## src/include/stream_in_cfg.svh

```systemverilog
`ifndef STREAM_IN_CFG_SVH
`define STREAM_IN_CFG_SVH

// width of one stream word
`define STREAM_IN_DATA_W 32

// buffer depth is 2**addr_w words
`define STREAM_IN_FIFO_ADDR_W 3

`endif

```

## src/rtl/stream_in_pkg.sv

```systemverilog
`include "stream_in_cfg.svh"

package stream_in_pkg;

   // stream word, also used for the received-word count
   typedef logic [`STREAM_IN_DATA_W-1:0] data_t;

   // fill level, one bit wider than the buffer address
   typedef logic [`STREAM_IN_FIFO_ADDR_W:0] level_t;

   // write side of the buffer
   typedef struct packed {
      logic  en;
      data_t data;
   } fifo_wr_t;

   // buffer status
   typedef struct packed {
      logic   empty;
      logic   full;
      level_t level;
   } fifo_stat_t;

   // read sequencer states
   typedef enum logic {
      IDLE = 1'b0,
      HOLD = 1'b1
   } drain_state_e;

endpackage

```

## src/rtl/stream_in_capture.sv

```systemverilog
`timescale 1ns/100ps

module stream_in_capture
   import stream_in_pkg::*;
(
   input  logic     clk_i,
   input  logic     reset_i,
   input  logic     soft_reset_i,
   input  logic     enable_i,
   input  logic     axis_tvalid_i,
   input  data_t    axis_tdata_i,
   input  logic     axis_tlast_i,
   input  logic     fifo_full_i,
   output logic     axis_tready_o,
   output fifo_wr_t fifo_wr_o,
   output data_t    word_count_o,
   output logic     tlast_seen_o
);

   logic accept;
   logic count_en;
   logic tlast_seen;
   data_t word_count;

   // ready only while enabled and the buffer has room
   assign axis_tready_o = enable_i & ~fifo_full_i;
   assign accept        = axis_tvalid_i & axis_tready_o;

   // accepted word goes straight into the buffer
   assign fifo_wr_o.en   = accept;
   assign fifo_wr_o.data = axis_tdata_i;

   // count stops once the first last word has gone through
   assign count_en = accept & ~tlast_seen;

   always_ff @(posedge clk_i) begin
      if (reset_i || soft_reset_i) begin
         word_count <= '0;
      end else if (count_en) begin
         word_count <= word_count + 1'b1;
      end
   end

   // sticky flag, set by an accepted word with tlast
   always_ff @(posedge clk_i) begin
      if (reset_i || soft_reset_i) begin
         tlast_seen <= 1'b0;
      end else if (accept && axis_tlast_i) begin
         tlast_seen <= 1'b1;
      end
   end

   assign word_count_o = word_count;
   assign tlast_seen_o = tlast_seen;

endmodule

```

## src/rtl/stream_in_fifo.sv

```systemverilog
`timescale 1ns/100ps
`include "stream_in_cfg.svh"

module stream_in_fifo
   import stream_in_pkg::*;
(
   input  logic       clk_i,
   input  logic       reset_i,
   input  logic       soft_reset_i,
   input  fifo_wr_t   wr_i,
   input  logic       pop_i,
   output data_t      rd_data_o,
   output fifo_stat_t stat_o
);

   localparam int ADDR_W = `STREAM_IN_FIFO_ADDR_W;
   localparam int DEPTH  = 2 ** ADDR_W;

   // word storage
   data_t mem [DEPTH];

   // pointers carry one extra wrap bit
   logic [ADDR_W:0] wr_ptr;
   logic [ADDR_W:0] rd_ptr;
   level_t          level;
   data_t           rd_data;

   always_ff @(posedge clk_i) begin
      if (wr_i.en) begin
         mem[wr_ptr[ADDR_W-1:0]] <= wr_i.data;
      end
   end

   always_ff @(posedge clk_i) begin
      if (reset_i || soft_reset_i) begin
         wr_ptr <= '0;
      end else if (wr_i.en) begin
         wr_ptr <= wr_ptr + 1'b1;
      end
   end

   always_ff @(posedge clk_i) begin
      if (reset_i || soft_reset_i) begin
         rd_ptr <= '0;
      end else if (pop_i) begin
         rd_ptr <= rd_ptr + 1'b1;
      end
   end

   // read register loads on pop and holds until the next one
   always_ff @(posedge clk_i) begin
      if (pop_i) begin
         rd_data <= mem[rd_ptr[ADDR_W-1:0]];
      end
   end

   // pointer difference wraps correctly thanks to the extra bit
   assign level = wr_ptr - rd_ptr;

   assign stat_o.level = level;
   assign stat_o.empty = (level == '0);
   assign stat_o.full  = (level == level_t'(DEPTH));

   assign rd_data_o = rd_data;

endmodule

```

## src/rtl/stream_in_drain.sv

```systemverilog
`timescale 1ns/100ps

module stream_in_drain
   import stream_in_pkg::*;
(
   input  logic       clk_i,
   input  logic       reset_i,
   input  logic       soft_reset_i,
   input  logic       enable_i,
   input  fifo_stat_t stat_i,
   input  data_t      rd_data_i,
   input  logic       dma_tready_i,
   input  logic       cpu_ren_i,
   input  level_t     threshold_i,
   output logic       pop_o,
   output logic       dma_tvalid_o,
   output data_t      dma_tdata_o,
   output logic       cpu_rvalid_o,
   output data_t      cpu_rdata_o,
   output logic       interrupt_o
);

   drain_state_e state;
   drain_state_e state_nxt;
   logic         pop;
   logic         valid;
   logic         consume;
   data_t        cpu_rdata;

   // output word is held while in HOLD and the port is enabled
   assign valid   = (state == HOLD) & enable_i;
   assign consume = valid & (dma_tready_i | cpu_ren_i);

   // keep the output register topped up from the buffer
   always_comb begin
      state_nxt = state;
      pop       = 1'b0;
      case (state)
         IDLE: begin
            if (!stat_i.empty) begin
               pop       = 1'b1;
               state_nxt = HOLD;
            end
         end
         default: begin
            if (consume) begin
               if (stat_i.empty) begin
                  state_nxt = IDLE;
               end else begin
                  pop = 1'b1;
               end
            end
         end
      endcase
   end

   // frozen while disabled
   always_ff @(posedge clk_i) begin
      if (reset_i || soft_reset_i) begin
         state <= IDLE;
      end else if (enable_i) begin
         state <= state_nxt;
      end
   end

   // cpu copy lags the dma data by one cycle
   always_ff @(posedge clk_i) begin
      cpu_rdata <= rd_data_i;
   end

   assign pop_o        = pop & enable_i;
   assign dma_tvalid_o = valid;
   assign dma_tdata_o  = rd_data_i;
   assign cpu_rvalid_o = valid;
   assign cpu_rdata_o  = cpu_rdata;
   assign interrupt_o  = (stat_i.level >= threshold_i);

endmodule

```

## src/rtl/stream_in_top.sv

```systemverilog
`timescale 1ns/100ps

module stream_in_top
   import stream_in_pkg::*;
(
   input  logic   clk_i,
   input  logic   reset_i,
   // stream input
   input  logic   axis_tvalid_i,
   input  data_t  axis_tdata_i,
   input  logic   axis_tlast_i,
   output logic   axis_tready_o,
   // dma stream output
   output logic   dma_tvalid_o,
   output data_t  dma_tdata_o,
   input  logic   dma_tready_i,
   // cpu read port
   input  logic   cpu_ren_i,
   output logic   cpu_rvalid_o,
   output data_t  cpu_rdata_o,
   // software controls and status
   input  logic   enable_i,
   input  logic   soft_reset_i,
   input  level_t threshold_i,
   output data_t  word_count_o,
   output logic   tlast_seen_o,
   output level_t fifo_level_o,
   output logic   fifo_empty_o,
   output logic   fifo_full_o,
   output logic   interrupt_o
);

   fifo_wr_t   fifo_wr;
   fifo_stat_t fifo_stat;
   data_t      fifo_rd_data;
   logic       fifo_pop;

   stream_in_capture capture_i (
      .clk_i        (clk_i),
      .reset_i      (reset_i),
      .soft_reset_i (soft_reset_i),
      .enable_i     (enable_i),
      .axis_tvalid_i(axis_tvalid_i),
      .axis_tdata_i (axis_tdata_i),
      .axis_tlast_i (axis_tlast_i),
      .fifo_full_i  (fifo_stat.full),
      .axis_tready_o(axis_tready_o),
      .fifo_wr_o    (fifo_wr),
      .word_count_o (word_count_o),
      .tlast_seen_o (tlast_seen_o)
   );

   stream_in_fifo fifo_i (
      .clk_i       (clk_i),
      .reset_i     (reset_i),
      .soft_reset_i(soft_reset_i),
      .wr_i        (fifo_wr),
      .pop_i       (fifo_pop),
      .rd_data_o   (fifo_rd_data),
      .stat_o      (fifo_stat)
   );

   stream_in_drain drain_i (
      .clk_i       (clk_i),
      .reset_i     (reset_i),
      .soft_reset_i(soft_reset_i),
      .enable_i    (enable_i),
      .stat_i      (fifo_stat),
      .rd_data_i   (fifo_rd_data),
      .dma_tready_i(dma_tready_i),
      .cpu_ren_i   (cpu_ren_i),
      .threshold_i (threshold_i),
      .pop_o       (fifo_pop),
      .dma_tvalid_o(dma_tvalid_o),
      .dma_tdata_o (dma_tdata_o),
      .cpu_rvalid_o(cpu_rvalid_o),
      .cpu_rdata_o (cpu_rdata_o),
      .interrupt_o (interrupt_o)
   );

   // buffer status to the software outputs
   assign fifo_level_o = fifo_stat.level;
   assign fifo_empty_o = fifo_stat.empty;
   assign fifo_full_o  = fifo_stat.full;

endmodule

```

## config.mk

```make
export PLATFORM = sky130hd
export DESIGN_NAME = stream_in_top
export DESIGN_NICKNAME = d
export VERILOG_FILES = /design/src/rtl/stream_in_pkg.sv /design/src/rtl/stream_in_capture.sv /design/src/rtl/stream_in_fifo.sv /design/src/rtl/stream_in_drain.sv /design/src/rtl/stream_in_top.sv
export VERILOG_INCLUDE_DIRS = /design/src /design/src/include
export SDC_FILE = /design/constraint.sdc
export NUM_CORES = 1
export LEC_CHECK = 0
export BUFFER_PORTS_ARGS = -buffer_cell sky130_fd_sc_hd__buf_2
export CAP_MARGIN = 20
export CORE_ASPECT_RATIO = 0.8
export CORE_UTILIZATION = 35
export DETAILED_ROUTE_END_ITERATION = 8
export HOLD_SLACK_MARGIN = 0.08
export PLACE_DENSITY = 0.53
export SYNTH_ARGS = -nofsm -noshare
export SYNTH_HDL_FRONTEND = slang
export SYNTH_SLANG_ARGS = --single-unit
export TNS_END_PERCENT = 100
```

## constraint.sdc

```tcl
create_clock -name clk_i -period 17.7 [get_ports clk_i]
set_input_delay 0 -clock clk_i [delete_from_list [all_inputs] [get_ports clk_i]]
set_output_delay 0 -clock clk_i [all_outputs]
set_load 0.01 [all_outputs]
```

==> impl_metrics.tcl <==
set metrics [dict create \
    synth_edf_count 288 \
    fin_skew_ps 16.99 \
    chipWidth_microns 222.0 \
    crit_type "flop to flop" \
    post_cts_buffers 0 \
    async_flop_share_pct 0 \
    overflow 0 \
    clockBufferDepth 3 \
    synth_top_flop_cell "edfxtp_1" \
    synthTopCellsByCount "288 x edfxtp_1, 116 x nand2_1, 74 x dfxtp_1" \
    relSlewSlack_pct 32.21 \
    grt_busiest_layer "met2" \
    routed_wl_mm 28.37 \
    met1_usage_pct 21.29 \
    setup_viol 0 \
    dr.first_iter.drc_count 507 \
    rsz0062_at_grt "false" \
    clock_latency_ps 530 \
    status "completed" \
    final_layout_size_suffix_gt1_share_pct 29.47 \
    required_ps 17880 \
    root_buffer "clkbuf_16" \
    synth_top_area_share_pct 63.79 \
    initial_utilization_pct 35.49 \
    synth_area_leader_cell "edfxtp_1" \
    setup_tns_ps 0 \
    numClockSinks 362 \
    cts_tree "done" \
    avgSynthCellArea_sq_um 17.07 \
    fin_crit_sh_pct 27.71 \
    cts_buffers 39 \
    place_inst 1417 \
    hold_class "input port to flop" \
    yosys_warnings 0 \
    drt-wirelength-per-cell_microns 18.51 \
    grt_pass1_wl_mm 43.44 \
    path_clk_slew_ps 60 \
    synth.most_common_cell "edfxtp_1" \
    finalCriticalPeriod_ps 4904 \
    synth_area_sq_mm 0.01356 \
    stdcell_count 1533 \
    drc 0 \
    port-buffer-count 150 \
    dpl.hpwl_mm 16.65 \
    antenna_found_initial 2 \
    tightest_slew_ps 1011 \
    die-height_microns 178.0 \
    grt_pass1_vias 7331 \
    num_rows 64 \
    seq_area_frac_synth_pct 74.72 \
    finalNetCount 1061 \
    final_max_slew_viol_count 0 \
    synthDistinctLibCells 52 \
    htreeDepth 2 \
    design_area_sq_mm 0.01662 \
    ys_ff_latch 362 \
    die_area_sq_mm 0.03953 \
    power_density_mw_per_mm2 109.0 \
    synth_area_leaders "edfxtp_1 64%, dfxtp_1 11%, mux4_2 11%" \
    netlist_instances 794 \
    drtPass1Iterations 4 \
    ir_drop_mv 0.05609 \
    start_kind "flop" \
    ant_nets 0 \
    post_drt_via_cell_ratio 4.861 \
    cp.arrival_ps 5080 \
    design.core.area_sq_mm 0.03820 \
    crit_fanout 35 \
    hold_viol_final 0 \
    placed_area_sq_mm 0.01495 \
    grt_max_degree 68 \
    syn_to_final_growth_pct 22.62 \
    via_count 7452 \
    track_usage_pct 14.42 \
    max_freq_mhz 203.9 \
    grt_use_met3_pct 2.883 \
    num_io_pins 151 \
    drv_cap 0 \
    gp_congestion 0.7499 \
    nFillCells 3430 \
    met2_usage_pct 21.43 \
    crit_path_end_kind "flop" \
    syn-num-nets 848 \
    leakagePower_nw 5.719 \
]
==> where the power goes <==
part | total, mW | switching, mW | internal (mW)
clock | 0.791 | 0.324 | 0.467
sequential | 0.942 | 0.00672 | 0.935
combinational | 0.0795 | 0.0447 | 0.0348
==> stage by stage <==
stage          utilization [%]  power (mW)  hold WS, ps  worst slack, ps
6_report                 43.52       1.812        298.0            12800
5_1_grt                  43.51       1.877        306.1            12290
4_1_cts                  43.47       1.840        277.6            12540
3_5_place_dp             39.13       1.034        243.0            12550
3_3_place_gp             39.06       1.033        238.2            12560
2_1_floorplan                -      0.9996        98.87            11610
==> cell type report <==
cell class / instances / area (sq um) / share of cell area (%)
Sequential cell: 362 / 10140 / 60.99
Multi-Input combinational cell: 380 / 3254 / 19.58
Timing Repair Buffer: 210 / 1325 / 7.971
Clock buffer: 52 / 1066 / 6.413
Tap cell: 495 / 619.3 / 3.726
Clock inverter: 17 / 160.2 / 0.9634
Inverter: 14 / 52.55 / 0.3161
Antenna cell: 3 / 7.507 / 0.04516
==> what timing repair did <==
action,CTS,global route
hold buffers,43,0
resized for setup,0,0
endpoints found under the hold margin,263,0
==> state kept, by name, summed over array words and instances, names as in the netlist <==
name	count
capture_i.tlast_seen_o	1
fifo_i.rd_ptr	4
fifo_i.rd_data_o	32
capture_i.word_count_o	32
drain_i.state	1
fifo_i.mem	256
drain_i.cpu_rdata_o	32
fifo_i.wr_ptr	4
==> routing by layer <==
layer	vias to the layer above	share of wire, %
met2	169	43
met3	46	4.9
met4	0	2.1
met5	-	0
met1	3708	50
li1	3529	-
==> worst paths after layout <==
check | from | to | slack (ps) | cells past startpoint
setup reg to reg | fifo_i.rd_ptr[2]$_SDFFE_PP0P_ | fifo_i.mem[3][10]$_DFFE_PP_ | 12800 | 8
setup / recovery | fifo_i.rd_ptr[2]$_SDFFE_PP0P_ | fifo_i.mem[3][10]$_DFFE_PP_ | 12800 | 8
hold / removal | axis_tdata_i[12] | fifo_i.mem[6][12]$_DFFE_PP_ | 300 | 2
hold reg to reg | fifo_i.rd_data_o[4]$_DFFE_PP_ | drain_i.cpu_rdata_o[4]$_DFF_P_ | 360 | 0
==> critical path: stages (launching register included) <==
cell and delay (ps):
dfxtp_2 910, inv_2 570, ha_1 550, xor2_1 250
or3_1 390, o311a_1 350, nand2_1 170, nor3_2 810
buf_4 510
==> cell usage in the layout (no fill, tap or decap), types with 3 or more instances in the layout <==
master / n
a21oi_1: 34
nor2_1: 14
o21ai_1: 10
dfxtp_1: 71
diode_2: 3
nand2_1: 116
xor2_1: 5
nor3_1: 6
clkinv_1: 7
nand4_1: 8
clkinv_2: 6
buf_4: 15
nand3_1: 12
xnor2_1: 3
buf_2: 150
dlygate4sd3_1: 43
inv_1: 11
nor4_2: 3
o21ai_0: 10
clkbuf_16: 40
edfxtp_1: 288
clkbuf_1: 10
or4_1: 11
o31ai_1: 13
o311ai_1: 3
or3_1: 20
a21o_1: 3
nor3_2: 4
mux4_2: 64
ha_1: 9
bufinv_16: 3
==> logic make-up after synthesis <==
kind of cell    count (synthesis)  synth area share, %
mux                            66                10.78
compound gates                 81                3.683
simple gates                  214                7.633
buf+inv                        52                1.615
xor+xnor                        8               0.5169
fa+ha+maj                      11                1.052
flops                         362                74.72
Note: power is estimated with default switching activity, not from simulation.
